--- src/logic/rhythm_audio_params.svh ---
// sizes for the sound path; RA_FIFO_DEPTH must be a power of two and RA_RAM_WAIT at least 1
`ifndef RHYTHM_AUDIO_PARAMS_SVH
`define RHYTHM_AUDIO_PARAMS_SVH

// ========================================
// sample and memory geometry
// ========================================
`define RA_SAMPLE_W    16 // bits per audio sample
`define RA_ADDR_W      10 // 1024 word sample store

// ========================================
// buffering and timing
// ========================================
`define RA_FIFO_DEPTH  8  // playback FIFO entries
`define RA_FIFO_CNT_W  4  // holds 0..RA_FIFO_DEPTH

// stand-in for the SDRAM controller latency
`define RA_RAM_WAIT    3  // cycles from accept to ack
`define RA_BCLK_HALF   2  // system clocks per bit clock half period

`endif

--- src/logic/rhythm_audio_pkg.sv ---
// shared payload types; widths come from the params header, nothing here is synthesized alone
`include "rhythm_audio_params.svh"

package rhythm_audio_pkg;

	// ========================================
	// payload types
	// ========================================

	// one mono audio sample, signed PCM as stored
	// the path never does arithmetic on it
	typedef logic [`RA_SAMPLE_W-1:0] sample_t;

	// word address into the sample store
	typedef logic [`RA_ADDR_W-1:0] addr_t; // also used as the sample count

endpackage

--- src/logic/sample_fifo.sv ---
// single clock sample FIFO; depth must be a power of two, push when full and pop when empty are dropped
`timescale 1ns/1ps
`include "rhythm_audio_params.svh"

module sample_fifo (
	input  logic                      MAX10_CLK1_50,
	input  logic                      reset_i,
	input  logic                      push_i,
	input  rhythm_audio_pkg::sample_t push_data_i,
	input  logic                      pop_i,
	output rhythm_audio_pkg::sample_t head_o,  // oldest entry
	output logic                      empty_o,
	output logic [`RA_FIFO_CNT_W-1:0] cnt_o    // occupancy
);

	localparam int PTR_W = $clog2(`RA_FIFO_DEPTH);
	localparam int CNT_W = `RA_FIFO_CNT_W;

	rhythm_audio_pkg::sample_t mem_q [`RA_FIFO_DEPTH];
	logic [PTR_W-1:0] wr_ptr_q, rd_ptr_q; // wrap naturally
	logic             do_push, do_pop;

	assign do_pop  = pop_i && (cnt_o != '0);
	assign do_push = push_i && (cnt_o != CNT_W'(`RA_FIFO_DEPTH));

	// ========================================
	// pointers and occupancy
	// ========================================
	always_ff @(posedge MAX10_CLK1_50) begin
		if (reset_i) begin
			wr_ptr_q <= '0;
			rd_ptr_q <= '0;
			cnt_o    <= '0;
		end else begin
			if (do_push) wr_ptr_q <= wr_ptr_q + 1'b1;
			if (do_pop)  rd_ptr_q <= rd_ptr_q + 1'b1;
			case ({do_push, do_pop})
				2'b10:   cnt_o <= cnt_o + 1'b1;
				2'b01:   cnt_o <= cnt_o - 1'b1;
				default: ; // both or neither, count holds
			endcase
		end
	end

	always_ff @(posedge MAX10_CLK1_50) begin
		if (do_push)
			mem_q[wr_ptr_q] <= push_data_i;
	end

	assign head_o  = mem_q[rd_ptr_q]; // new push shows here a cycle later
	assign empty_o = (cnt_o == '0);

endmodule

--- config.mk ---
export PLATFORM = sky130hd
export DESIGN_NAME = sample_fifo
export DESIGN_NICKNAME = d
export VERILOG_FILES = /design/src/logic/rhythm_audio_pkg.sv /design/src/logic/sample_fifo.sv
export VERILOG_INCLUDE_DIRS = /design/src /design/src/logic
export SDC_FILE = /design/constraint.sdc
export NUM_CORES = 1
export LEC_CHECK = 0
export ABC_AREA = 1
export BUFFER_PORTS_ARGS = -buffer_cell sky130_fd_sc_hd__buf_4
export CAP_MARGIN = 20
export CORE_MARGIN = 2
export CORE_UTILIZATION = 50
export DETAILED_ROUTE_END_ITERATION = 6
export MAX_ROUTING_LAYER = met4
export PLACE_DENSITY = 0.71
export SETUP_SLACK_MARGIN = 0.2
export SYNTH_ARGS = -nofsm -noshare
export SYNTH_HDL_FRONTEND = slang
export SYNTH_SLANG_ARGS = --single-unit
--- constraint.sdc ---
create_clock -name MAX10_CLK1_50 -period 2.05 [get_ports MAX10_CLK1_50]
set_clock_uncertainty 0.1 [all_clocks]
set_input_delay 0.205 -clock MAX10_CLK1_50 [delete_from_list [all_inputs] [get_ports MAX10_CLK1_50]]
set_output_delay 0.205 -clock MAX10_CLK1_50 [all_outputs]
set_load 0.005 [all_outputs]
-- Word level (Yosys, flattened, before mapping)
Memory sizes are Yosys's and may differ from the RTL's. A register that Yosys moved wholly into a read port is not among the register bits.
Index checks and enable logic that the tools add are counted.
- flip-flop bits (word level): 10
- bits in latches: 0
- RAM bits: 128
- bits in read-only memories: 0
- output and inout bits: 21
- word-level logic and storage cells: 21
- memories kept: 1
- memory list (name ; words ; width ; read ports ; clocked after memory_dff ; wr ports ; RTL line ; RTL):
    mem_q ; 8 ; 16 ; 1 ; 1 ; 1 ; sample_fifo.sv:19 ; rhythm_audio_pkg::sample_t mem_q [`RA_FIFO_DEPTH];
- add/subtract/negate cells: 4
- multiply operators: 0
- divide/modulo/power cells: 0
- order comparisons: 0
- eq/ne operators: 3
- shift operators: 0
- multiplexer cells: 5
- bitwise operators: 0
- reduce and logical (&&, ||, !) cells: 5
- operators with widths (operator ; count):
    $pmux 4 s2 ; 1
    $add 3x1->3 const B ; 2
    $mux 3 ; 2
    $add 4x1->4 const B ; 1
    $logic_not 4->1 ; 1
    $ne 4x4->1 const B ; 1
    $reduce_bool 4->1 ; 1
    $sub 4x1->4 const B ; 1
    $eq 2x1->1 const B ; 1
    $eq 2x2->1 const B ; 1
    $logic_and 1x1->1 ; 2
    $mux 1 ; 2
    $reduce_bool 2->1 ; 1

-- Depth between registers and ports, before layout
- depth after elaboration: 4
- gate-level depth with buffers: 14
- mapped depth without buffers: 14

-- Least setup slack after synthesis
No wires, ideal clock.
- path type: reg-to-reg
- start point: register cnt_o[0]
- end point: memory mem_q[1][0] (netlist name), enable pin
- setup time: 0.388 ns
- arrival: 1.527 ns
- slack: 0.035 ns
- stages on the path, launching flop included: 7
- path buffers: 0
- path through: dfxtp_1 > nor2_1 > nand3_1 > nand2_2 > nor2_1 > inv_1 > nor2_1
- word-level cells in the longest chain between the ends: 4
- RTL lines (element ; RTL line ; RTL):
    start, declared ; sample_fifo.sv:13 ; output logic [`RA_FIFO_CNT_W-1:0] cnt_o
    start signal, assigned ; sample_fifo.sv:38 ; 2'b10: cnt_o <= cnt_o + 1'b1;
    start signal, assigned ; sample_fifo.sv:39 ; 2'b01: cnt_o <= cnt_o - 1'b1;
    $ne 4x4->1 ; sample_fifo.sv:24 ; assign do_push = push_i && (cnt_o != CNT_W'(`RA_FIFO_DEPTH));
    $logic_and 1x1->1 ; sample_fifo.sv:24 ;
    $mux 1 ; sample_fifo.sv:46 ; if (do_push)
    $mux 1 (implied by the code) ; sample_fifo.sv:47 ; mem_q[wr_ptr_q] <= push_data_i;
    end, declared ; sample_fifo.sv:19 ;
Every way passes these cells.

==> metrics <==
routability congestion estimate from global placement=approximately 0.78; HP Start=pop_i; family with the most delay on the worst path=flip-flops; antenna fix cells=0; largest net degree at the start of global routing=just under 50; number of standard cells in the final layout excluding fillers=approximately 710; Max Cap Violations=0; Initial DRC Count=between 400 and 500; critical path required time=between 1.5 and 2 ns; fraction of layout instances using a drive strength above 1=27.8%; data arrival time of the critical path=between 1.5 and 2 ns; final setup slack of the worst path=-0.0190 ns; Inserted Clock Buffers=17; master cell of the clock root buffer=sky130_fd_sc_hd__clkbuf_16; fraction of the cycle the final worst path needs=101%; antenna violations before repair=0; final WL=13.8 mm; sequential cell area fraction in the yosys report=72.0%; post-detailed-route count of antenna-violating nets=0; Critical Path Source Type=register; input/output buffers=40; launching point of the worst reg2reg path=cnt_o[0]; synthesized cell area=between 5000 and 6000 um2; relative area change from synthesis to final layout=33.0%; number of endpoints with negative hold slack in the final report=0; register area=just over 4000 um2; final number of setup-violating endpoints=1; via count of the first global-routing pass=about 3800; Post-Layout Inst Area=7580 um2; Util after Layout=roughly 69%; highest ir drop seen on vdd=approximately 800 uV; Pwr per Cell Area=between 1000 and 1500 nW/um2; capturing element type of the critical path=primary output; multi-input combinational cell area=between 1000 and 1500 um2; number of standard cells after synthesis=456; outcome=finished with violations; Total GRT Usage=between 20% and 30%; Lkg Pwr=between 2 and 3 nW; overall die area=about 12000 um2; Cell Area, Placed=~6000 um2; Setup Crit Path Kind=reg -> out; clock tree from TritonCTS=done; count of yosys warnings during synthesis=0; Syn Area/Cell=approximately 12 um2; worst-path fanout max=between 40 and 50; distinct cell type count of the synthesized netlist=28; vias per std cell=between 5 and 6; type of the tightest min-delay check=in -> reg; clk slew on worst S/H paths=around 0.060 ns; post-synthesis register bit count=roughly 140; critical path, cell by cell=buf_12 > inv_16 > o21ai_0 > o21ai_0 > nand2_1 > nand2_1 > buf_4; Core Footprint=11000 um2; unrepaired setup endpoints after global routing=yes; starting density of the core=51.9%; routed len/inst=just under 20 um; maximum level of the CTS H-tree=4; number of optimization iterations in the first detailed-route pass=7; global-route congestion overflow total=0; Bufs on Longest Clock Path=2; Std-Cell Rows=38; final-layout fill cell count=about 700; max-slew violation count=0; Critical Path Slowest Stage Cell=sky130_fd_sc_hd__dfxtp_4; fmax=483 MHz; Tmin final=about 2.1 ns; actual slew at the worst max-slew pin=0.316 ns; longest individual stage delay on the worst path=between 0.4 and 0.5 ns; Critical path buffers and inverters=3; CTS sink count=between 100 and 150; worst skew pair latency=0.42 ns; net count of the mapped netlist=about 480; Die Span Y=111 um; post-placement cell count=roughly 630; Post-layout nets=577; wire length of the first global-routing pass=~19 mm; placed wire-length estimate after detailed placement=~6.2 mm; headroom to the max-slew limit=between 70% and 80%; Die W=between 100 and 150 um; via count=slightly below 4000; violations in the final reports=DRC, setup timing; final routed DRC violation total=2; count of pins on the block boundary=41
cells in the mapped netlist:
library cell               instances  area, um2
sky130_fd_sc_hd__edfxtp_1        128       3840
sky130_fd_sc_hd__nor2_1           74        278
sky130_fd_sc_hd__nand2_1          66        248
sky130_fd_sc_hd__o21ai_0          49        245
sky130_fd_sc_hd__o21ai_1          19       95.1
sky130_fd_sc_hd__inv_1            18       67.6
sky130_fd_sc_hd__mux2i_1          16        160
sky130_fd_sc_hd__o22ai_1          16        100
sky130_fd_sc_hd__dfxtp_1          13        260
sky130_fd_sc_hd__buf_2             9       45.0
sky130_fd_sc_hd__a21oi_1           8       40.0
sky130_fd_sc_hd__buf_6             6       67.6
sky130_fd_sc_hd__nand3_1           6       30.0
sky130_fd_sc_hd__ha_1              5       62.6
sky130_fd_sc_hd__clkbuf_1          4       15.0
sky130_fd_sc_hd__nor2_2            4       25.0
sky130_fd_sc_hd__clkbuf_2          2       10.0
sky130_fd_sc_hd__nor3_1            2       10.0
sky130_fd_sc_hd__xnor2_1           2       17.5
sky130_fd_sc_hd__a211oi_1          1       7.51
sky130_fd_sc_hd__buf_4             1       7.51
sky130_fd_sc_hd__buf_8             1       15.0
sky130_fd_sc_hd__inv_4             1       6.26
sky130_fd_sc_hd__nand2_2           1       6.26
sky130_fd_sc_hd__nor3b_1           1       7.51
sky130_fd_sc_hd__nor3b_2           1       12.5
sky130_fd_sc_hd__or2_1             1       6.26
sky130_fd_sc_hd__xor2_1            1       8.76
worst min-delay path: stages:
cell                      delay, ns
sky130_fd_sc_hd__buf_4         0.11
sky130_fd_sc_hd__nand2_2       0.08
sky130_fd_sc_hd__inv_4         0.05
sky130_fd_sc_hd__nand2_1       0.05
sky130_fd_sc_hd__a21oi_1       0.07
logic make-up (layout without fill, tap and decap cells):
| kind of cell | after synthesis | in the layout | share of synthesized area (%) |
|---|---|---|---|
| and+or+nand+nor | 156 | 156 | 10.9 |
| DFF | 141 | 141 | 72.0 |
| AOI/OAI and AO/OA | 93 | 93 | 8.56 |
| buffers and inverters | 42 | 151 | 4.11 |
| muxes | 16 | 16 | 2.81 |
| adders and majority gates | 5 | 5 | 1.10 |
| xor gates and xnor gates | 3 | 3 | 0.461 |
sequential cells by signal, indices dropped and copies added (netlist names), named ones only:
register  cells
cnt_o         4
rd_ptr_q      3
wr_ptr_q      3
mem_q       128
metrics by stage:
stage                     worst slack, ns  setup TNS (ns)  hold slack, ns  total power, mW
after floorplan                    0.0426               0           0.204             4.79
after global routing              -0.0672          -0.157           0.125             9.74
after detailed placement          -0.0259         -0.0259           0.340             5.41
after CTS                          0.0528               0          0.0796             8.89
after global placement              0.113               0           0.335             5.35
final                             -0.0190         -0.0190          0.0849             9.36
cells in the final DEF, fill, tap and decap left out, types with 5 or more instances in the layout:
master / instances
sky130_fd_sc_hd__a21oi_1: 7
sky130_fd_sc_hd__inv_1: 13
sky130_fd_sc_hd__buf_12: 7
sky130_fd_sc_hd__dlygate4sd3_1: 17
sky130_fd_sc_hd__nor2_1: 60
sky130_fd_sc_hd__nor2_4: 8
sky130_fd_sc_hd__o21ai_0: 38
sky130_fd_sc_hd__buf_6: 10
sky130_fd_sc_hd__nand2_1: 62
sky130_fd_sc_hd__o21ai_1: 29
sky130_fd_sc_hd__edfxtp_1: 128
sky130_fd_sc_hd__dfxtp_1: 7
sky130_fd_sc_hd__clkbuf_16: 25
sky130_fd_sc_hd__buf_4: 57
sky130_fd_sc_hd__mux2i_1: 16
sky130_fd_sc_hd__nor2_2: 10
sky130_fd_sc_hd__o22ai_1: 16
sky130_fd_sc_hd__nand2_2: 5
layout make-up:
type	count	share of cell area, %
Timing Repair Buffer	100	14.1
Clock inverter	5	0.479
Clock buffer	27	7.91
Sequential cell	141	54.4
Inverter	19	1.24
Tap cell	140	2.31
Multi-Input combinational cell	273	19.6
timing repair:
item,4_1_cts,5_1_grt
pin swaps,2,12
hold buffers,17,0
cloned,4,7
buffers inserted,6,11
gates resized for setup,28,63
endpoints found under the hold margin,139,0
setup endpoints to repair,35,82
per-layer routing:
metal / vias to the layer above / wire length (um) / GRT usage, %
li1: 1815 / - / -
met1: 1887 / 5190 / 24.7
met2: 183 / 7140 / 34.4
met3: 32 / 1040 / 4.59
met4: 0 / 382 / 11.8
met5: - / 0 / -
path summary, 6_finish.rpt:
kind	endpoint	slack, ns	depth (start not counted)
setup / recovery	head_o[13]	-0.02	7
hold / removal	register	0.08	5
setup reg to reg	cnt_o[2]	0.22	13
hold reg to reg	register	0.39	2
power breakdown:
group,internal (mW),leakage (nW),switching [mW]
clock network,2.01,0.312,1.14
logic,1.29,1.20,1.42
registers,3.38,1.27,0.123
total,6.68,2.78,2.68
Power figures use the tool's default switching activity.
