==> src/logic/rhythm_audio_params.svh <==
// sizes for the sound path; RA_FIFO_DEPTH must be a power of two and RA_RAM_WAIT at least 1
`ifndef RHYTHM_AUDIO_PARAMS_SVH
`define RHYTHM_AUDIO_PARAMS_SVH

// ========================================
// sample and memory geometry
// ========================================
`define RA_SAMPLE_W    16 // bits per audio sample
`define RA_ADDR_W      10 // 1024 word sample store

// ========================================
// buffering and timing
// ========================================
`define RA_FIFO_DEPTH  8  // playback FIFO entries
`define RA_FIFO_CNT_W  4  // holds 0..RA_FIFO_DEPTH

// stand-in for the SDRAM controller latency
`define RA_RAM_WAIT    3  // cycles from accept to ack
`define RA_BCLK_HALF   2  // system clocks per bit clock half period

`endif

==> src/logic/rhythm_audio_pkg.sv <==
// shared payload types; widths come from the params header, nothing here is synthesized alone
`include "rhythm_audio_params.svh"

package rhythm_audio_pkg;

	// ========================================
	// payload types
	// ========================================

	// one mono audio sample, signed PCM as stored
	// the path never does arithmetic on it
	typedef logic [`RA_SAMPLE_W-1:0] sample_t;

	// word address into the sample store
	typedef logic [`RA_ADDR_W-1:0] addr_t; // also used as the sample count

endpackage

==> src/logic/i2s_serializer.sv <==
// I2S transmitter, 16 bit mono duplicated to both channels; 32 bclk frames, zeros on underrun
`timescale 1ns/1ps
`include "rhythm_audio_params.svh"

module i2s_serializer (
	input  logic                      MAX10_CLK1_50,
	input  logic                      reset_i,
	input  logic                      play_start_i,
	input  logic                      fetch_done_i, // fetcher has nothing more
	input  logic                      fifo_empty_i,
	input  rhythm_audio_pkg::sample_t fifo_head_i,
	output logic                      pop_o,
	output logic                      playing_o,
	output logic                      bclk_o,
	output logic                      lrclk_o,      // low = left
	output logic                      data_o
);

	localparam int DIV_W = $clog2(`RA_BCLK_HALF) + 1;
	localparam int MSB   = `RA_SAMPLE_W - 1;

	logic             running_q; // frames going, bclk toggling
	logic [DIV_W-1:0] div_q;
	logic [4:0]       slot_q;    // bit slot in frame, 0..31
	rhythm_audio_pkg::sample_t sample_q; // kept for the right word
	rhythm_audio_pkg::sample_t shift_q;

	logic tick, fall, frame_edge, stop;
	rhythm_audio_pkg::sample_t word;

	// ========================================
	// frame timing
	// ========================================
	assign tick = running_q && (div_q == DIV_W'(`RA_BCLK_HALF - 1));
	assign fall = tick && bclk_o; // bclk about to go low

	// frame starts at slot 31 end, or while waiting for the first sample
	assign frame_edge = (fall && (slot_q == 5'd31)) || (playing_o && !running_q);
	assign stop       = frame_edge && fetch_done_i && fifo_empty_i;

	assign pop_o = frame_edge && !fifo_empty_i;
	assign word  = fifo_empty_i ? '0 : fifo_head_i; // underrun sends silence

	always_ff @(posedge MAX10_CLK1_50) begin
		if (reset_i) begin
			playing_o <= 1'b0;
			running_q <= 1'b0;
			div_q     <= '0;
			slot_q    <= '0;
			bclk_o    <= 1'b0;
			lrclk_o   <= 1'b0;
			data_o    <= 1'b0;
		end else if (!playing_o) begin
			if (play_start_i)
				playing_o <= 1'b1;    // idle until first sample arrives
		end else if (stop) begin
			playing_o <= 1'b0;        // last right word already out
			running_q <= 1'b0;
			bclk_o    <= 1'b0;
			lrclk_o   <= 1'b0;
			data_o    <= 1'b0;
		end else if (frame_edge && (running_q || !fifo_empty_i)) begin
			running_q <= 1'b1;
			div_q     <= '0;
			slot_q    <= '0;
			bclk_o    <= 1'b0;
			lrclk_o   <= 1'b0;        // left word
			data_o    <= word[MSB];
		end else if (tick) begin
			div_q  <= '0;
			bclk_o <= ~bclk_o;
			if (bclk_o) begin         // falling edge, next bit
				slot_q  <= slot_q + 5'd1;
				// ws leads the MSB by one bit
				lrclk_o <= (slot_q >= 5'd14) && (slot_q <= 5'd29);
				if (slot_q == 5'd15)
					data_o <= sample_q[MSB]; // right MSB
				else
					data_o <= shift_q[MSB];
			end
		end else if (running_q) begin
			div_q <= div_q + 1'b1;
		end
	end

	// ========================================
	// shift path
	// ========================================
	always_ff @(posedge MAX10_CLK1_50) begin
		if (frame_edge) begin
			sample_q <= word;
			shift_q  <= {word[MSB-1:0], 1'b0};
		end else if (fall) begin
			if (slot_q == 5'd15)
				shift_q <= {sample_q[MSB-1:0], 1'b0}; // reload for right
			else
				shift_q <= {shift_q[MSB-1:0], 1'b0};
		end
	end

endmodule

==> config.mk <==
export PLATFORM = sky130hd
export DESIGN_NAME = i2s_serializer
export DESIGN_NICKNAME = d
export VERILOG_FILES = /design/src/logic/rhythm_audio_pkg.sv /design/src/logic/i2s_serializer.sv
export VERILOG_INCLUDE_DIRS = /design/src /design/src/logic
export SDC_FILE = /design/constraint.sdc
export NUM_CORES = 1
export LEC_CHECK = 0
export BUFFER_PORTS_ARGS = -buffer_cell sky130_fd_sc_hd__buf_2
export CAP_MARGIN = 30
export CORE_ASPECT_RATIO = 1.4
export CORE_MARGIN = 3
export CORE_UTILIZATION = 42
export DETAILED_ROUTE_END_ITERATION = 6
export HOLD_SLACK_MARGIN = 0.02
export SLEW_MARGIN = 5
export SYNTH_ARGS = -nofsm -noshare
export SYNTH_HDL_FRONTEND = slang
export SYNTH_SLANG_ARGS = --single-unit
==> constraint.sdc <==
create_clock -name MAX10_CLK1_50 -period 2.6 [get_ports MAX10_CLK1_50]
set_input_delay 0.26 -clock MAX10_CLK1_50 [delete_from_list [all_inputs] [get_ports MAX10_CLK1_50]]
set_output_delay 0.26 -clock MAX10_CLK1_50 [all_outputs]
set_load 0.01 [all_outputs]
* Word-level counts from Yosys, hierarchy flattened
Cells that the tools add are included.
Word-level totals: register bits after elaboration 44, input port bits 21, word-level logic and storage cells 71
Cells by class: add/sub/neg operators 2, order comparisons 2, equality and inequality tests 3, mux-type cells 27, bitwise logic cells 2, reductions and logical operators 25
Operators by type and width (number):
- 16-bit 2-to-1 mux | 4
- 1-bit 2-to-1 mux | 17
- 5-bit 2-to-1 mux | 3
- 1-bit logical AND | 9
- 3-bit nonzero test | 3
- 2-bit nonzero test | 4
- 2-bit 2-to-1 mux | 3
- 3-bit AND reduction | 2
- 5-bit by 1-bit adder with 5-bit output, second input constant | 1
- 5-bit by 4-bit equality test with 1-bit output, second input constant | 1
- 5-bit equality test, second input constant | 1
- 5-bit by 4-bit greater-or-equal comparator with 1-bit output, second input constant | 1
- 5-bit <= comparator, second input constant | 1
- 2-bit AND reduction | 2
- 4-bit AND reduction | 1
- 2-bit by 1-bit adder with 2-bit output, second input constant | 1
- 2-bit by 1-bit equality test with 1-bit output, second input constant | 1
- 1-bit logical NOT | 2
- 1-bit logical OR | 2
- 1-bit NOT | 2

* Longest topological paths before layout
Gate-level depths: netlist (run 1).
word-level depth 9, gate-level depth with buffers 7, gate-level depth less buffers 7

* Worst setup path after synthesis (run 1)
Ideal clock, no wire load.
kind reg2reg, from register slot_q[0], to register shift_q[1] (data pin), library setup time 0.254 ns, data arrival time 1.759 ns, required time 2.346 ns, setup slack 0.587 ns, cell stages (with the launch flop) 8, period minus slack after synthesis 2.013 ns, cell sequence dfxtp_1 -> ha_1 -> and3_1 -> ha_1 -> a21oi_2 -> buf_2 -> inv_1 -> a21o_1
On the way: cells in the longest elaborated chain, start to end 4, elaborated cells on any way between the ends 7, those cells by class eq/ne (2); mux (3); reduce/logical (2)
RTL lines:
- from (decl) | RTL line i2s_serializer.sv:24 | logic [4:0] slot_q;
- from (signal assigned) | RTL line i2s_serializer.sv:73 | slot_q <= slot_q + 5'd1;
- 5-bit equality test | RTL line i2s_serializer.sv:38 | assign frame_edge = (fall && (slot_q == 5'd31)) || (playing_o && !running_q);
- 1-bit logical AND | RTL line i2s_serializer.sv:38
- 1-bit logical OR | RTL line i2s_serializer.sv:38
- named net frame_edge | RTL line i2s_serializer.sv:28 | logic tick, fall, frame_edge, stop;
- 16-bit 2-to-1 mux | RTL line i2s_serializer.sv:90 | if (frame_edge) begin
- to (signal assigned) | RTL line i2s_serializer.sv:92 | shift_q <= {word[MSB-1:0], 1'b0};
- to (signal assigned) | RTL line i2s_serializer.sv:95 | shift_q <= {sample_q[MSB-1:0], 1'b0};
- to (signal assigned) | RTL line i2s_serializer.sv:97 | shift_q <= {shift_q[MSB-1:0], 1'b0};
- to (decl) | RTL line i2s_serializer.sv:26 | rhythm_audio_pkg::sample_t shift_q;
The timed path passes the listed nets, and every way through them passes these cells. The select of a mux whose other input is x is not followed. A chain may end at the register's enable or synchronous reset.

* Worst setup path after layout (run 1)
from register slot_q[0], to output pop_o
On the way: cells in the longest elaborated chain, start to end 4
RTL lines:
- 5-bit equality test | RTL line i2s_serializer.sv:38
- 1-bit logical AND | RTL line i2s_serializer.sv:38
- 1-bit logical OR | RTL line i2s_serializer.sv:38
- 1-bit logical AND | RTL line i2s_serializer.sv:41 | assign pop_o = frame_edge && !fifo_empty_i;
- to (decl) | RTL line i2s_serializer.sv:12 | output logic pop_o,
No other way between the ends.

==> flow_summary.json, run 1 <==
{
  "cp-start-kind": "flop",
  "grt_pass1_vias": 1524,
  "via_per_inst": 5.17,
  "place.gp.congestion": 0.842,
  "diodes": 0,
  "grt_setup_unrepaired": "false",
  "hold_path_startpoint": "play_start_i",
  "io_pins": 26,
  "dieArea_mm2": 0.00604,
  "setup_tns_ns": 0,
  "rows": 30,
  "grt-ovfl-total": 0,
  "critical_path.top_delay_family": "adder cells",
  "syn-num-nets": 218,
  "cts_buffers": 5,
  "cp_slowest_cell": "dfxtp_1",
  "yosysWarnings": 0,
  "min_period_ns": 2.37,
  "grt_max_degree": 26,
  "root_buffer": "clkbuf_8",
  "tightest_slew_ns": 0.534,
  "cts_tree": "done",
  "holdBufCountCts": 0,
  "cap_violations": 0,
  "crit_chain": "ha_1 > and3_1 > ha_1 > a21oi_2 > buf_4 > nor2_1 > buf_2",
  "nNetsFinal": 245,
  "cp.depth": 7,
  "hold_class": "in2reg",
  "syn_inst": 192,
  "whs_ns": 0.236,
  "htree_num_levels": 2,
  "drt_iter0_drc": 49,
  "power_leakage_nw": 0.937,
  "layout_commonest_cell": "edfxtp_1",
  "cts.clk_slew.worst_paths_ns": 0.08,
  "yosysTopAreaCellShare": 0.432,
  "clk_path_buf_depth": 2,
  "clk_latency_ns": 0.29,
  "ant_nets": 0,
  "final-instance-count-excl-fill": 284,
  "critPathMostFrequentCell": "ha_1",
  "synthArstFlopShare": 0,
  "initial_core_util": 0.438,
  "grt_pass1_wl_um": 7000,
  "synth_area_mm2": 0.00216,
  "syn_area_per_cell_um2": 11.2,
  "critPathBufInv": 2,
  "crit_required_ns": 2.34,
  "worstSetupStartpoint": "slot_q[0]",
  "ir_drop_v": 0.000230,
  "drtPass1Iterations": 4,
  "cts_sinks": 43,
  "final_cell_mix": "edfxtp_1, buf_2, a21oi_1",
  "syn_to_final_growth_pct": 13.1,
  "post_cts_buffers": 0,
  "yosysTopAreaCell": "edfxtp_1",
  "critPathMaxStageDelay_ns": 0.35,
  "reg2regPathDepth": 7,
  "arrival_ns": 2.11,
  "setup-violations-final": 0,
  "r2r-start": "slot_q[0]",
  "finalWirelength_um": 4040,
  "synth_flop_cell": "edfxtp_1",
  "portBuffers": 25,
  "synth-edff-count": 31,
  "drc": 0,
  "die_h_um": 90.8,
  "report.final.slew_viol_count": 0,
  "drive_above_1_share": 0.195,
  "path_max_fanout": 17,
  "yosysUniqueCellTypes": 40,
  "post_cts_resized": 0,
  "via_count": 1469,
  "power_density_mw_per_mm2": 568,
  "wl_per_cell_um": 14.2,
  "max_freq_mhz": 422,
  "crit_type": "reg2out",
  "crit_path_end_kind": "output port",
  "hold_viol": 0,
  "status": "completed",
  "whs_path_depth": 3,
  "fin_skew_ns": 0.00861,
  "die_width_um": 66.6,
  "ys_ff_latch": 43,
  "fill_cells": 464,
  "place_inst": 276,
  "slew_headroom": 0.643,
  "synth-seq-area-share": 0.543,
  "synthTopCellsByArea": "edfxtp_1, dfxtp_1, mux2i_1",
  "dpl.hpwl_um": 2880,
  "coreArea_mm2": 0.00492,
  "grt_use_total": 0.149,
  "antenna_found_initial": 0,
  "fin_crit_sh": 0.912
}
==> area by class of cell <==
| type | count | area [µm²] | share of cell area |
|---|---|---|---|
| multi-input cells | 133 | 916 | 0.376 |
| well taps | 64 | 80.1 | 0.0329 |
| repair buffers | 30 | 163 | 0.0667 |
| flip-flops and latches | 43 | 1170 | 0.480 |
| clock inverters | 2 | 12.5 | 0.00513 |
| inverters | 6 | 22.5 | 0.00924 |
| clock buffers | 6 | 72.6 | 0.0298 |
==> metrics by stage <==
stage,worst slack [ns],power [mW],utilization,instance area [µm²]
2_1_floorplan,0.587,0.932,-,2160
3_3_place_gp,0.608,0.980,0.478,2350
3_5_place_dp,0.533,0.987,0.478,2350
4_1_cts,0.196,1.40,0.496,2440
5_1_grt,0.0578,1.45,0.496,2440
6_report,0.229,1.38,0.496,2440
==> routing by layer <==
layer	GRT usage	part of all wire	vias to the layer above
li1	-	-	749
met1	0.168	0.41	687
met2	0.261	0.54	28
met3	0.0336	0.036	5
met4	0.0661	0.018	0
met5	0	0	-
==> synth_stat cells, types with 3 or more instances <==
cell type,instances
a21oi_1,21
buf_2,7
clkbuf_1,3
dfxtp_1,12
edfxtp_1,31
ha_1,5
inv_1,6
mux2i_1,16
nand2_1,9
nand2b_1,6
nor2_1,18
nor2b_1,20
o21ai_0,3
==> worst paths after layout <==
| check | endpoint | slack, ns |
|---|---|---|
| setup / recovery | pop_o | 0.23 |
| setup reg to reg | shift_q[1] | 0.58 |
| hold / removal | playing_o | 0.24 |
| hold reg to reg | lrclk_o | 0.47 |
==> registers in the layout (all words and copies together) (netlist names) <==
signal / count
lrclk_o: 1
running_q: 1
div_q: 2
sample_q: 16
data_o: 1
slot_q: 5
shift_q: 15
bclk_o: 1
playing_o: 1
==> tightest hold or removal path: stages <==
cell	delay, ns
buf_2	0.09
nor2_1	0.07
a211oi_1	0.05
==> report_power, final <==
part,internal (mW),total [mW],switching [mW]
Clock,0.188,0.415,0.227
Combinational,0.0692,0.160,0.0912
Sequential,0.788,0.809,0.0214
Total,1.04,1.38,0.340
==> kinds of logic after synthesis <==
| family | share of synthesized area |
|---|---|
| compound gates | 0.135 |
| flops | 0.543 |
| buf+inv | 0.0319 |
| mux | 0.0795 |
| fa+ha+maj | 0.0290 |
| xor+xnor | 0.00406 |
| simple gates | 0.177 |
Power figures use the tool's default switching activity.
==> run 2: changes to the inputs <==
- PLACE_DENSITY: unset -> 0.61
==> flow_summary.json, run 2 (same netlist as run 1, synthesis figures left out) <==
{
  "initial_core_util": 0.438,
  "crit_chain": "ha_1 > and3_1 > ha_1 > a21oi_2 > buf_4 > nor2_1 > buf_2",
  "met3_usage": 0.0237,
  "final-seq-area_mm2": 0.00117,
  "top_usage_layer": "met2",
  "grt_pass1_wl_um": 7130,
  "hold_viol": 0,
  "die_h_um": 90.8,
  "diodes": 0,
  "slew_headroom": 0.656,
  "fill_cells": 467,
  "met1_usage": 0.174,
  "top_register": "sample_q",
  "report.final.slew_viol_count": 0,
  "critPathMaxStageDelay_ns": 0.35,
  "fin_skew_ns": 0.00852,
  "grt_pass1_vias": 1615,
  "drtPass1Iterations": 4,
  "portBuffers": 25,
  "whs_ns": 0.238,
  "cts_sinks": 43,
  "critPathBufInv": 2,
  "coreArea_mm2": 0.00492,
  "post_cts_buffers": 0,
  "place.gp.congestion": 0.794,
  "switching_share": 0.210,
  "htree_num_levels": 2,
  "die_width_um": 66.6,
  "clk_latency_ns": 0.29,
  "drt_iter0_drc": 96,
  "finalWirelength_um": 3970,
  "antenna_found_initial": 0,
  "io_pins": 26,
  "cp_slowest_cell": "dfxtp_1",
  "grt-ovfl-total": 0,
  "path_max_fanout": 30,
  "nNetsFinal": 245,
  "ir_drop_v": 0.000283,
  "cap_violations": 0,
  "p_comb_frac": 0.105,
  "dpl.hpwl_um": 2830,
  "power_density_mw_per_mm2": 632,
  "crit_path_end_kind": "output port",
  "post_cts_resized": 0,
  "critPathMostFrequentCell": "ha_1",
  "holdBufCountCts": 0,
  "layout_commonest_cell": "edfxtp_1",
  "arrival_ns": 2.00,
  "final_cell_mix": "edfxtp_1, buf_2, a21oi_1",
  "setup_tns_ns": 0,
  "multi_input_area_um2": 916,
  "wl_per_cell_um": 14.0,
  "switchingPower_mw": 0.330,
  "hold_class": "in2reg",
  "largest_reg_flops": 16,
  "rows": 30,
  "syn_to_final_growth_pct": 15.3,
  "root_buffer": "clkbuf_8",
  "min_period_ns": 2.26,
  "use_met2": 0.263,
  "power_leakage_nw": 0.962,
  "cts.clk_slew.worst_paths_ns": 0.07,
  "tightest_slew_ns": 0.515,
  "setup-violations-final": 0,
  "status": "completed",
  "via_count": 1447,
  "dieArea_mm2": 0.00604,
  "cts_tree": "done",
  "via_per_inst": 5.10,
  "drc": 0,
  "drive_above_1_share": 0.195,
  "cp-start-kind": "flop",
  "max_freq_mhz": 442,
  "critical_path.top_delay_family": "adder cells",
  "p_int_mw": 1.24,
  "clk_path_buf_depth": 2,
  "reg_top3": "sample_q: 16 flops, shift_q: 15 flops, slot_q: 5 flops",
  "clkPwrFrac": 0.383,
  "ant_nets": 0,
  "power_frac_seq": 0.512,
  "crit_type": "reg2out",
  "cts_buffers": 5,
  "grt_use_total": 0.150,
  "fin_crit_sh": 0.871,
  "grt_max_degree": 31,
  "crit_required_ns": 2.34,
  "grt_setup_unrepaired": "false"
}
run 2: cell types whose count changed in the layout (fill, tap and decap cells not counted), sizes merged:
| cell | change |
|---|---|
| clkinvlp | -1 |
| clkinv | -1 |
| bufinv | +2 |
run 2: path summary, 6_finish.rpt:
kind,start,to,slack (ns),cells after the start
worst min-delay path,play_start_i,playing_o,0.24,3
worst min register to register,lrclk_o,lrclk_o,0.46,2
worst max register to register,slot_q[0],slot_q[3],0.62,7
worst max-delay path,slot_q[0],pop_o,0.34,7
run 2: layout make-up:
| type | count | area share |
|---|---|---|
| flip-flops and latches | 43 | 0.471 |
| multi-input cells | 133 | 0.369 |
| repair buffers | 30 | 0.0655 |
| well taps | 64 | 0.0322 |
| clock buffers | 6 | 0.0292 |
| clock inverters | 2 | 0.0242 |
| inverters | 6 | 0.00906 |
run 2: metrics by stage:
step	power, mW	instance area, µm²	setup slack, ns	util	cells
after global placement	0.980	2350	0.662	0.478	276
after floorplan	0.932	2160	0.587	-	192
final	1.57	2480	0.336	0.505	284
after detailed placement	0.988	2350	0.610	0.478	276
after global routing	1.64	2480	0.180	0.505	284
after CTS	1.59	2480	0.308	0.505	284
run 2: power groups by stage:
stage | registers (mW) | clock network [mW] | logic, mW
2_1_floorplan | 0.815 | 0 | 0.117
3_3_place_gp | 0.819 | 0 | 0.161
3_5_place_dp | 0.821 | 0 | 0.167
4_1_cts | 0.806 | 0.622 | 0.167
5_1_grt | 0.810 | 0.643 | 0.189
6_report | 0.805 | 0.602 | 0.164
run 2: routing by layer:
layer | vias up | share of wire
met2 | 23 | 0.53
met1 | 668 | 0.42
li1 | 749 | -
met4 | 0 | 0.020
met5 | - | 0
met3 | 7 | 0.026
run 2: tightest hold or removal path: cells and delay by family:
family / cells / cell delay [ns]
AOI/OAI and AO/OA: 1 / 0.05
and+or+nand+nor: 1 / 0.07
buffers and inverters: 1 / 0.09
