File: config.mk
export PLATFORM = sky130hd
export DESIGN_NAME = mem_arbiter_flat
export DESIGN_NICKNAME = d
export VERILOG_FILES = /design/src/logic/rhythm_audio_pkg.sv /design/src/logic/mem_port_if.sv /design/src/logic/mem_arbiter.sv /design/src/flat_wrapper.sv
export VERILOG_INCLUDE_DIRS = /design/src /design/src/logic
export SDC_FILE = /design/constraint.sdc
export NUM_CORES = 1
export LEC_CHECK = 0
export BUFFER_PORTS_ARGS = -buffer_cell sky130_fd_sc_hd__clkbuf_2
export CAP_MARGIN = 20
export CELL_PAD_IN_SITES_DETAIL_PLACEMENT = 0
export CELL_PAD_IN_SITES_GLOBAL_PLACEMENT = 1
export CORE_UTILIZATION = 16
export DETAILED_ROUTE_END_ITERATION = 7
export PLACE_DENSITY_LB_ADDON = 0.1
export SLEW_MARGIN = 10
export SYNTH_ARGS = -nofsm -noshare
export SYNTH_HDL_FRONTEND = slang
export SYNTH_SLANG_ARGS = --single-unit
File: constraint.sdc
create_clock -name MAX10_CLK1_50 -period 1.4 [get_ports MAX10_CLK1_50]
set_input_delay 0.21 -clock MAX10_CLK1_50 [delete_from_list [all_inputs] [get_ports MAX10_CLK1_50]]
set_output_delay 0.21 -clock MAX10_CLK1_50 [all_outputs]
set_load 0.02 [all_outputs]
File: src/logic/rhythm_audio_params.svh
// sizes for the sound path; RA_FIFO_DEPTH must be a power of two and RA_RAM_WAIT at least 1
`ifndef RHYTHM_AUDIO_PARAMS_SVH
`define RHYTHM_AUDIO_PARAMS_SVH

// ========================================
// sample and memory geometry
// ========================================
`define RA_SAMPLE_W    16 // bits per audio sample
`define RA_ADDR_W      10 // 1024 word sample store

// ========================================
// buffering and timing
// ========================================
`define RA_FIFO_DEPTH  8  // playback FIFO entries
`define RA_FIFO_CNT_W  4  // holds 0..RA_FIFO_DEPTH

// stand-in for the SDRAM controller latency
`define RA_RAM_WAIT    3  // cycles from accept to ack
`define RA_BCLK_HALF   2  // system clocks per bit clock half period

`endif

File: src/logic/rhythm_audio_pkg.sv
// shared payload types; widths come from the params header, nothing here is synthesized alone
`include "rhythm_audio_params.svh"

package rhythm_audio_pkg;

	// ========================================
	// payload types
	// ========================================

	// one mono audio sample, signed PCM as stored
	// the path never does arithmetic on it
	typedef logic [`RA_SAMPLE_W-1:0] sample_t;

	// word address into the sample store
	typedef logic [`RA_ADDR_W-1:0] addr_t; // also used as the sample count

endpackage

File: src/logic/mem_port_if.sv
// single request/ack memory port; requester holds req and fields stable until the ack pulse
`timescale 1ns/1ps

interface mem_port_if;

	// request side
	logic                     req;   // level, held until ack
	logic                     we;    // 1 = write, 0 = read
	rhythm_audio_pkg::addr_t  addr;  // word address
	rhythm_audio_pkg::sample_t wdata; // write payload

	// response side
	logic                     ack;   // one cycle pulse
	rhythm_audio_pkg::sample_t rdata; // valid in the ack cycle

	// whoever starts an access
	modport requester (
		output req, we, addr, wdata,
		input  ack, rdata
	);

	// whoever answers it
	modport responder (
		input  req, we, addr, wdata,
		output ack, rdata
	);

endinterface

File: src/logic/mem_arbiter.sv
// two-way arbiter for the sample store; loader wins ties, one owner per access, no preemption
`timescale 1ns/1ps

module mem_arbiter (
	input  logic               MAX10_CLK1_50,
	input  logic               reset_i,
	mem_port_if.responder      load_port,  // sd loader stand-in
	mem_port_if.responder      fetch_port, // playback reads
	mem_port_if.requester      ram_port    // to sample_ram
);

	// ========================================
	// owner state
	// ========================================
	typedef enum logic [1:0] {
		OWN_NONE,
		OWN_LOAD,
		OWN_FETCH
	} owner_e;

	owner_e owner_q;

	// grant only from idle so a second request
	// can't slip in halfway through an access
	always_ff @(posedge MAX10_CLK1_50) begin
		if (reset_i) begin
			owner_q <= OWN_NONE;
		end else begin
			case (owner_q)
				OWN_NONE: begin
					if (load_port.req)
						owner_q <= OWN_LOAD;  // loader priority
					else if (fetch_port.req)
						owner_q <= OWN_FETCH;
				end
				default: begin
					if (ram_port.ack)
						owner_q <= OWN_NONE;  // free again next cycle
				end
			endcase
		end
	end

	// ========================================
	// request forwarding
	// ========================================
	always_comb begin
		ram_port.req   = 1'b0;
		ram_port.we    = 1'b0;
		ram_port.addr  = '0;
		ram_port.wdata = '0;
		case (owner_q)
			OWN_LOAD: begin
				ram_port.req   = load_port.req;
				ram_port.we    = load_port.we;
				ram_port.addr  = load_port.addr;
				ram_port.wdata = load_port.wdata;
			end
			OWN_FETCH: begin
				ram_port.req   = fetch_port.req;
				ram_port.we    = fetch_port.we;
				ram_port.addr  = fetch_port.addr;
				ram_port.wdata = fetch_port.wdata;
			end
			default: ; // idle, port quiet
		endcase
	end

	// ack and read data go back to the owner only
	assign load_port.ack    = (owner_q == OWN_LOAD) && ram_port.ack;
	assign load_port.rdata  = (owner_q == OWN_LOAD) ? ram_port.rdata : '0;
	assign fetch_port.ack   = (owner_q == OWN_FETCH) && ram_port.ack;
	assign fetch_port.rdata = (owner_q == OWN_FETCH) ? ram_port.rdata : '0;

endmodule

File: src/flat_wrapper.sv
// flat-port wrapper written by rule: the top's interface ports become plain ports
module mem_arbiter_flat 
  (MAX10_CLK1_50, reset_i, load_port_req, load_port_we, load_port_addr, load_port_wdata, load_port_ack, load_port_rdata, fetch_port_req, fetch_port_we, fetch_port_addr, fetch_port_wdata, fetch_port_ack, fetch_port_rdata, ram_port_req, ram_port_we, ram_port_addr, ram_port_wdata, ram_port_ack, ram_port_rdata);
  mem_port_if load_port_i ();
  mem_port_if fetch_port_i ();
  mem_port_if ram_port_i ();
  input  logic MAX10_CLK1_50;
  input  logic reset_i;
  input wire logic [$bits(load_port_i.req)-1:0] load_port_req;
  input wire logic [$bits(load_port_i.we)-1:0] load_port_we;
  input wire logic [$bits(load_port_i.addr)-1:0] load_port_addr;
  input wire logic [$bits(load_port_i.wdata)-1:0] load_port_wdata;
  output wire logic [$bits(load_port_i.ack)-1:0] load_port_ack;
  output wire logic [$bits(load_port_i.rdata)-1:0] load_port_rdata;
  input wire logic [$bits(fetch_port_i.req)-1:0] fetch_port_req;
  input wire logic [$bits(fetch_port_i.we)-1:0] fetch_port_we;
  input wire logic [$bits(fetch_port_i.addr)-1:0] fetch_port_addr;
  input wire logic [$bits(fetch_port_i.wdata)-1:0] fetch_port_wdata;
  output wire logic [$bits(fetch_port_i.ack)-1:0] fetch_port_ack;
  output wire logic [$bits(fetch_port_i.rdata)-1:0] fetch_port_rdata;
  output wire logic [$bits(ram_port_i.req)-1:0] ram_port_req;
  output wire logic [$bits(ram_port_i.we)-1:0] ram_port_we;
  output wire logic [$bits(ram_port_i.addr)-1:0] ram_port_addr;
  output wire logic [$bits(ram_port_i.wdata)-1:0] ram_port_wdata;
  input wire logic [$bits(ram_port_i.ack)-1:0] ram_port_ack;
  input wire logic [$bits(ram_port_i.rdata)-1:0] ram_port_rdata;
  assign load_port_i.req = load_port_req;
  assign load_port_i.we = load_port_we;
  assign load_port_i.addr = load_port_addr;
  assign load_port_i.wdata = load_port_wdata;
  assign load_port_ack = load_port_i.ack;
  assign load_port_rdata = load_port_i.rdata;
  assign fetch_port_i.req = fetch_port_req;
  assign fetch_port_i.we = fetch_port_we;
  assign fetch_port_i.addr = fetch_port_addr;
  assign fetch_port_i.wdata = fetch_port_wdata;
  assign fetch_port_ack = fetch_port_i.ack;
  assign fetch_port_rdata = fetch_port_i.rdata;
  assign ram_port_req = ram_port_i.req;
  assign ram_port_we = ram_port_i.we;
  assign ram_port_addr = ram_port_i.addr;
  assign ram_port_wdata = ram_port_i.wdata;
  assign ram_port_i.ack = ram_port_ack;
  assign ram_port_i.rdata = ram_port_rdata;
  mem_arbiter u_core (.MAX10_CLK1_50(MAX10_CLK1_50), .reset_i(reset_i), .load_port(load_port_i), .fetch_port(fetch_port_i), .ram_port(ram_port_i));
endmodule
# Word level (Yosys, flattened, before mapping)

Cells that the tools add are included.

Bits in registers: 2
Input bits: 75
Output and inout port bits: 62
Word-level logic and storage cells: 19

Equal/unequal tests: 3
Muxes and demuxes: 10
Reductions and logical operators: 5

Operators with widths:

| operator                                            | count |
|---|---|
| 2-to-1 mux 16 bit                                   | 2 |
| one-hot mux 16 bit (2 select lines)                 | 1 |
| one-hot mux 10 bit (2 select lines)                 | 1 |
| 2-to-1 mux 2 bit                                    | 4 |
| one-hot mux 1 bit (2 select lines)                  | 2 |
| inequality test 3 bit, second input constant        | 1 |
| equality test 2 x 1 -> 1 bit, second input constant | 1 |
| equality test 2 bit, second input constant          | 1 |
| logical AND 1 bit                                   | 2 |
| zero test 2 bit                                     | 1 |
| AND reduction 2 bit                                 | 1 |
| nonzero test 2 bit                                  | 1 |

# Depth between registers and ports, before layout

Gate-level depths: netlist of the first run.

Word-level depth: 3
Depth in mapped cells: 6
Mapped depth without buffers: 4

# Worst setup path before layout of the first run

No wires, ideal clock.

Path type: reg-to-output
From: reg u_core.owner_q[0]
To: out ram_port_addr[0]
Data arrival time: 1315 ps
Data required time: 1190 ps
Setup slack: -125 ps
Stages on the path, launching flop included: 5
Path buffers: 1
Cell sequence: dfxtp_1 -> inv_1 -> ha_1 -> clkbuf_1 -> nor2b_1

Longest elaborated chain between the ends: 2
Elaborated cells on any way between the ends: 3
Those cells by class: eq/ne: 2; mux: 1

Ends and longest elaborated chain:

| item                                                                       | line               | text |
|---|---|---|
| start: declaration                                                         | mem_arbiter.sv:21  | `owner_e owner_q;` |
| start signal: assignment                                                   | mem_arbiter.sv:27  | `owner_q <= OWN_NONE;` |
| start signal: assignment                                                   | mem_arbiter.sv:32  | `owner_q <= OWN_LOAD;` |
| start signal: assignment                                                   | mem_arbiter.sv:34  | `owner_q <= OWN_FETCH;` |
| equality test 2 bit / equality test 2 x 1 -> 1 bit (equally long branches) | mem_arbiter.sv:52  | `case (owner_q)` |
| one-hot mux 10 bit (2 select lines) (*)                                    | mem_arbiter.sv:52  |  |
| end: declaration                                                           | flat_wrapper.sv:23 | `output wire logic [$bits(ram_port_i.addr)-1:0] ram_port_addr;` |

Every way passes the cells marked *; elsewhere a longest branch is shown, timed or not.

# Worst setup path in the final report of the first run

From: reg u_core.owner_q[1]
To: out ram_port_wdata[8]

Longest elaborated chain between the ends: 2
Elaborated cells on any way between the ends: 3
Those cells by class: eq/ne: 2; mux: 1

Ends and longest elaborated chain:

| item                                                                       | line               | text |
|---|---|---|
| equality test 2 bit / equality test 2 x 1 -> 1 bit (equally long branches) | mem_arbiter.sv:52  |  |
| one-hot mux 16 bit (2 select lines) (*)                                    | mem_arbiter.sv:52  |  |
| end: declaration                                                           | flat_wrapper.sv:24 | `output wire logic [$bits(ram_port_i.wdata)-1:0] ram_port_wdata;` |

Marked as above.

==> results of run 1 <==
## metal layers
metal	up-vias	routed length [um]	global-route usage
met5	-	0	0
met4	0	22	0.0321
met3	4	251	0.0206
met2	68	2640	0.295
met1	666	1790	0.165
li1	697	-	-
## per-stage QoR
| step | instances | setup TNS (ns) |
|---|---|---|
| floorplan | 115 | -0.667 |
| global placement | 317 | -0.471 |
| detailed placement | 317 | -0.891 |
| CTS | 326 | -10.33 |
| global route | 328 | -12.77 |
| finish | 328 | -10.16 |
## logic make-up (layout without fill, tap and decap cells)
group,Yosys count,in the layout,synth area share
DFF,2,2,0.0487
adders and majority gates,3,3,0.0457
and+or+nand+nor,64,64,0.495
buffers and inverters,14,160,0.0974
muxes,2,2,0.0274
AOI/OAI and AO/OA,30,30,0.286
## power by group through the flow
stage | combinational [W] | sequential [W] | clock (W)
after global placement | 0.000696 | 0.0000657 | 0
after floorplan | 0.000413 | 0.0000655 | 0
after global routing | 0.00116 | 0.0000683 | 0.000244
after CTS | 0.000915 | 0.0000668 | 0.000235
after detailed placement | 0.000690 | 0.0000658 | 0
final | 0.00110 | 0.0000680 | 0.000231
## cells in the final DEF (no fill, tap or decap), types with 2 or more instances in the layout
| cell type | netlist | final |
|---|---|---|
| buf_6 | 1 | 33 |
| buf_12 | 0 | 5 |
| a22oi_2 | 0 | 27 |
| nor2b_2 | 0 | 28 |
| and2_1 | 34 | 16 |
| buf_2 | 4 | 10 |
| ha_4 | 0 | 3 |
| clkbuf_16 | 0 | 2 |
| and2_4 | 0 | 18 |
| o31ai_2 | 2 | 2 |
| clkbuf_2 | 0 | 78 |
| buf_4 | 4 | 8 |
| buf_16 | 0 | 3 |
| buf_8 | 0 | 3 |
| clkbuf_8 | 0 | 16 |
| mux2_1 | 2 | 2 |
## what timing repair did
action	4_1_cts	5_1_grt
setup endpoints to repair	62	62
buffers inserted	1	0
cloned	5	2
pin swaps	2	5
gates resized for setup	61	151
## area by class of cell
cell class,count,area (um^2),share of cell area
Timing Repair Buffer,155,1330,0.532
Multi-Input combinational cell,99,990,0.396
Tap cell,67,83.8,0.0336
Sequential cell,2,45.0,0.0180
Clock buffer,3,41.3,0.0165
Inverter,2,10.0,0.00401
## worst min path at each step
| stage | depth (start not counted) | from | to |
|---|---|---|---|
| final | 2 | reset_i | u_core.owner_q[0] |
| after global routing | 2 | reset_i | u_core.owner_q[0] |
| after CTS | 2 | reset_i | u_core.owner_q[1] |
| after detailed placement | 2 | reset_i | u_core.owner_q[1] |
| after global placement | 2 | reset_i | u_core.owner_q[0] |
| after floorplan | 1 | reset_i | u_core.owner_q[0] |
==> impl_metrics.py, run 1 <==
metrics = {
    "outcome": {
        "status": "finished with violations",
        "violations": "negative setup slack",
    },
    "yosys": {
        "synthTopCellsByCount": "and2_1 (34), a22oi_1 (28), nor2b_1 (28)",
        "synth_nets": 193,
        "synth_most_common_cell": "and2_1",
        "synth-edff-count": 0,
        "synth_top_cell_by_area": "and2_1",
        "synth_area_leaders": "and2_1 (26%), a22oi_1 (26%), nor2b_1 (21%), dfxtp_1 (4.9%), ha_1 (4.6%)",
        "yosysWarnings": 0,
        "synthArstFlopShare": 0,
        "ys_seq_area_frac": 0.0487,
        "avgSynthCellArea_um2": 7.15,
        "ys.flop_type": "dfxtp_1",
        "ys_types": 14,
        "synth_cells": 115,
        "syn-cell-area_um2": 822,
        "synth.top_cell.area_share": 0.259,
        "synth-seq-cells": 2,
    },
    "floorplan": {
        "start_util": 0.170,
        "row_count": 25,
        "io_pins": 137,
        "die-area_mm2": 0.00543,
        "die_x_um": 73.7,
        "die_h_um": 73.7,
        "coreArea_mm2": 0.00485,
    },
    "placed_design": {
        "routabilityCongestion": 0.701,
        "place_area_mm2": 0.00169,
        "dpl.hpwl_mm": 2.80,
        "portBuffers": 136,
        "post-place-ws_ns": -0.0488,
    },
    "setup_path": {
        "startpoint": "u_core.owner_q[1]",
        "worstPathCellList": "buf_6, ha_4, clkbuf_16, a22oi_2, nor2b_2, buf_4",
        "rrSetupSlack_ns": 0.20,
        "r2r_end": "u_core.owner_q[1]",
        "critical_path_required_ns": 1.19,
        "critPathTopFamily": "buffers and inverters",
        "cp.depth": 6,
        "path_buf_inv": 3,
        "critPathCapture": "ram_port_wdata[8]",
        "critPathMaxFanout": 7,
        "crit_arrival_ns": 1.41,
        "reg2reg_depth": 4,
        "cpPeakStageDelay_ns": 0.34,
        "slowest_stage": "dfxtp_4",
        "worstSetupPathType": "reg -> out",
        "start_kind": "flop",
        "critPathCaptureType": "output port",
        "r2r-start": "u_core.owner_q[0]",
    },
    "clock_network": {
        "cts_hold_buf": 0,
        "h-tree-depth": 1,
        "clk_pin_slew_ns": 0.03,
        "cts.path.max_buffers": 2,
        "clkSinkCount": 2,
        "cts_tree": "built",
        "insertion_delay_ns": 0.21,
        "cts_buffers": 3,
        "cts_root_buffer": "clkbuf_8",
    },
    "sta": {
        "setup_slack_ns": -0.225,
        "worstMarginPinSlew_ns": 0.193,
        "rsz0062_at_grt": "true",
        "finalHoldViolCount": 0,
        "slew_headroom": 0.871,
        "fin_crit_ns": 1.62,
        "fmax_mhz": 615,
        "holdWs_ns": 0.234,
        "finalMaxSlewViolations": 0,
        "skew_ns": 0.00367,
        "setup_violations": 62,
        "fin_crit_sh": 1.16,
    },
    "global_routing": {
        "grt.overflow.total": 0,
        "grt_max_degree": 16,
        "grt_pass1_vias": 1186,
        "antenna_found_initial": 0,
        "grtUsageTotal": 0.149,
        "grt_pass1_wl_mm": 6.02,
    },
    "min_path": {
        "hp-class": "in -> reg",
    },
    "detailed_routing": {
        "vias_per_cell": 4.38,
        "drtIter0Drc": 21,
        "dr.pass1.iters": 3,
        "num_vias": 1435,
        "wire_per_inst_um": 14.3,
        "drt_wl_total_mm": 4.70,
        "postRouteAntennaNets": 0,
        "drc_errors": 0,
    },
    "layout": {
        "antenna_cells": 0,
        "fin_area_mm2": 0.00250,
        "layout.nets": 341,
        "final_layout_size_suffix_gt1_frac": 0.920,
        "syn_to_final_growth_pct": 204,
        "largest_reg_flops": 2,
        "final_util": 0.515,
        "largest-register": "u_core.owner_q",
        "nFillCells": 467,
        "top_regs": "u_core.owner_q: 2 flops",
    },
    "pwr": {
        "ir_drop_mv": 0.356,
        "clkPwrFrac": 0.165,
        "p_sw_w": 0.000529,
        "switching_share": 0.378,
        "power_w": 0.00140,
        "power.density_mw_per_mm2": 560,
        "leakagePower_nw": 1.14,
        "pwr-share-seq": 0.049,
        "combPwrFrac": 0.787,
        "internal_power_w": 0.000871,
    },
    "flow_run": {
        "cap_violations": 0,
    },
}
Power figures use the tool's default switching activity.
==> inputs of run 2 (changes only) <==
==> constraint.sdc (replaced) <==
create_clock -name MAX10_CLK1_50 -period 1.4 [get_ports MAX10_CLK1_50]
set_input_delay 0.07 -clock MAX10_CLK1_50 [delete_from_list [all_inputs] [get_ports MAX10_CLK1_50]]
set_output_delay 0.07 -clock MAX10_CLK1_50 [all_outputs]
set_load 0.02 [all_outputs]
==> run 2 against run 1 <==
Effect of this change: the flow still finishes with violations (negative setup slack); worst setup slack better by 0.15 ns; flip-flop and latch count is the same; combinational power decreased by 21%; cell area shrank 15%; critical endpoint is now ram_port_wdata[11].
==> impl_metrics.py, run 2 (synthesized netlist as in run 1, its figures left out) <==
metrics = {
    "outcome": {
        "status": "finished with violations",
        "violations": "negative setup slack",
    },
    "setup_path": {
        "worstPathCellList": "inv_4, ha_4, clkbuf_16, a22oi_1, nor2b_1, buf_4",
        "reg2reg_depth": 4,
        "critPathCaptureType": "output port",
        "slowest_stage": "dfxtp_4",
        "critPathTopFamily": "buffers and inverters",
        "worstSetupPathType": "reg -> out",
        "crit_arrival_ns": 1.40,
        "r2r-start": "u_core.owner_q[0]",
        "cp.depth": 6,
        "critPathMaxFanout": 9,
        "critPathCapture": "ram_port_wdata[11]",
        "startpoint": "u_core.owner_q[0]",
        "rrSetupSlack_ns": 0.20,
        "cpPeakStageDelay_ns": 0.36,
        "r2r_end": "u_core.owner_q[1]",
        "start_kind": "flop",
        "critical_path_required_ns": 1.33,
        "path_buf_inv": 3,
    },
    "detailed_routing": {
        "route.met3.wl_um": 321,
        "postRouteAntennaNets": 0,
        "wl_met1_mm": 1.50,
        "num_vias": 1390,
        "wire_per_inst_um": 13.5,
        "route.top_layer_used": "met4",
        "vias_per_cell": 4.33,
        "dr.pass1.iters": 3,
        "wl_met2_mm": 2.46,
        "drc_errors": 0,
        "drt_wl_total_mm": 4.34,
        "drtIter0Drc": 32,
    },
    "sta": {
        "fin_crit_ns": 1.47,
        "setup_violations": 28,
        "setup_slack_ns": -0.0710,
        "rsz0062_at_grt": "true",
        "fmax_mhz": 680,
        "worstMarginPinSlew_ns": 0.184,
        "holdWs_ns": 0.0812,
        "fin_crit_sh": 1.05,
        "skew_ns": 0.00462,
        "finalMaxSlewViolations": 0,
        "finalHoldViolCount": 0,
        "slew_headroom": 0.876,
    },
    "floorplan": {
        "die_h_um": 73.7,
        "die-area_mm2": 0.00543,
        "die_x_um": 73.7,
        "row_count": 25,
        "coreArea_mm2": 0.00485,
        "io_pins": 137,
        "start_util": 0.170,
    },
    "layout": {
        "top_regs": "u_core.owner_q: 2 flops",
        "final_layout_size_suffix_gt1_frac": 0.724,
        "ff_latch_area_um2": 47.5,
        "final_cells": 321,
        "antenna_cells": 0,
        "mostFrequentLayoutCell": "clkbuf_2",
        "layout.nets": 334,
        "largest_reg_flops": 2,
        "largest-register": "u_core.owner_q",
        "syn_to_final_growth_pct": 158,
        "final_cell_mix": "clkbuf_2 (76), buf_4 (38), and2_1 (29), nor2b_1 (26), a22oi_2 (17)",
        "nFillCells": 510,
        "multi_input_area_um2": 842,
    },
    "pwr": {
        "power.density_mw_per_mm2": 555,
        "power_w": 0.00118,
        "leakagePower_nw": 1.02,
        "ir_drop_mv": 0.466,
    },
    "min_path": {
        "hp-class": "in -> reg",
    },
    "global_routing": {
        "grt_max_degree": 22,
        "grt_pass1_vias": 1241,
        "grt.overflow.total": 0,
        "grtUsageTotal": 0.140,
        "grt_pass1_wl_mm": 5.82,
        "antenna_found_initial": 0,
    },
    "clock_network": {
        "clkSinkCount": 2,
        "cts_root_buffer": "clkbuf_8",
        "cts_buffers": 3,
        "clk_pin_slew_ns": 0.03,
        "cts_tree": "built",
        "h-tree-depth": 1,
        "cts.path.max_buffers": 2,
        "insertion_delay_ns": 0.22,
        "cts_hold_buf": 0,
    },
    "placed_design": {
        "routabilityCongestion": 0.722,
        "portBuffers": 136,
        "dp_cells": 312,
        "dpl.hpwl_mm": 2.95,
    },
    "flow_run": {
        "cap_violations": 0,
    },
}
## run 2: changes by cell type in the layout (fill, tap and decap cells not counted), sizes merged
cell,previous run,this run
buf,62,68
clkbuf,96,83
## run 2: how the worst min path moves through the flow
stage	from	to	slack, ns	cells past startpoint
after global routing	reset_i	u_core.owner_q[0]	0.1	2
after global placement	reset_i	u_core.owner_q[0]	0.33	2
final	reset_i	u_core.owner_q[0]	0.08	2
after floorplan	reset_i	u_core.owner_q[0]	0.16	1
after detailed placement	reset_i	u_core.owner_q[0]	0.32	2
after CTS	reset_i	u_core.owner_q[0]	0.08	2
## run 2: stage by stage
stage	cell area [um^2]	TNS, ns	setup slack, ns	utilization
6_report	2120	-1.13	-0.0710	0.437
5_1_grt	2120	-3.04	-0.132	0.437
4_1_cts	1870	-1.72	-0.0833	0.385
3_5_place_dp	1600	0	0.0699	0.329
3_3_place_gp	1600	0	0.100	0.329
2_1_floorplan	822	0	0.0151	-
## run 2: cell type report
| class | count | share of cell area |
|---|---|---|
| Inverter | 2 | 0.00708 |
| Tap cell | 67 | 0.0396 |
| Multi-Input combinational cell | 99 | 0.397 |
| Timing Repair Buffer | 148 | 0.514 |
| Sequential cell | 2 | 0.0224 |
| Clock buffer | 3 | 0.0195 |
## run 2: worst reg2reg max path: stages (launching register included)
cell and delay (ns):
dfxtp_4 0.35, inv_4 0.08, ha_4 0.16, mux2_1 0.33, o31ai_2 0.19
## run 2: repair_timing
| action | in CTS | in global routing |
|---|---|---|
| pin swaps | 2 | 2 |
| buffers inserted | 1 | 1 |
| setup endpoints to repair | 62 | 56 |
| gates resized for setup | 51 | 119 |
| gates cloned | 2 | 2 |
## run 2: power breakdown
group | internal (W) | switching [W] | leakage [nW]
registers | 0.0000629 | 0.00000877 | 0.0178
clock network | 0.000183 | 0.0000556 | 0.0216
logic | 0.000462 | 0.000404 | 0.983
## run 2: layer usage
layer / track usage / vias up
met4: 0.0513 / 0
met3: 0.0165 / 6
li1: - / 678
met1: 0.138 / 636
met5: 0 / -
met2: 0.290 / 70
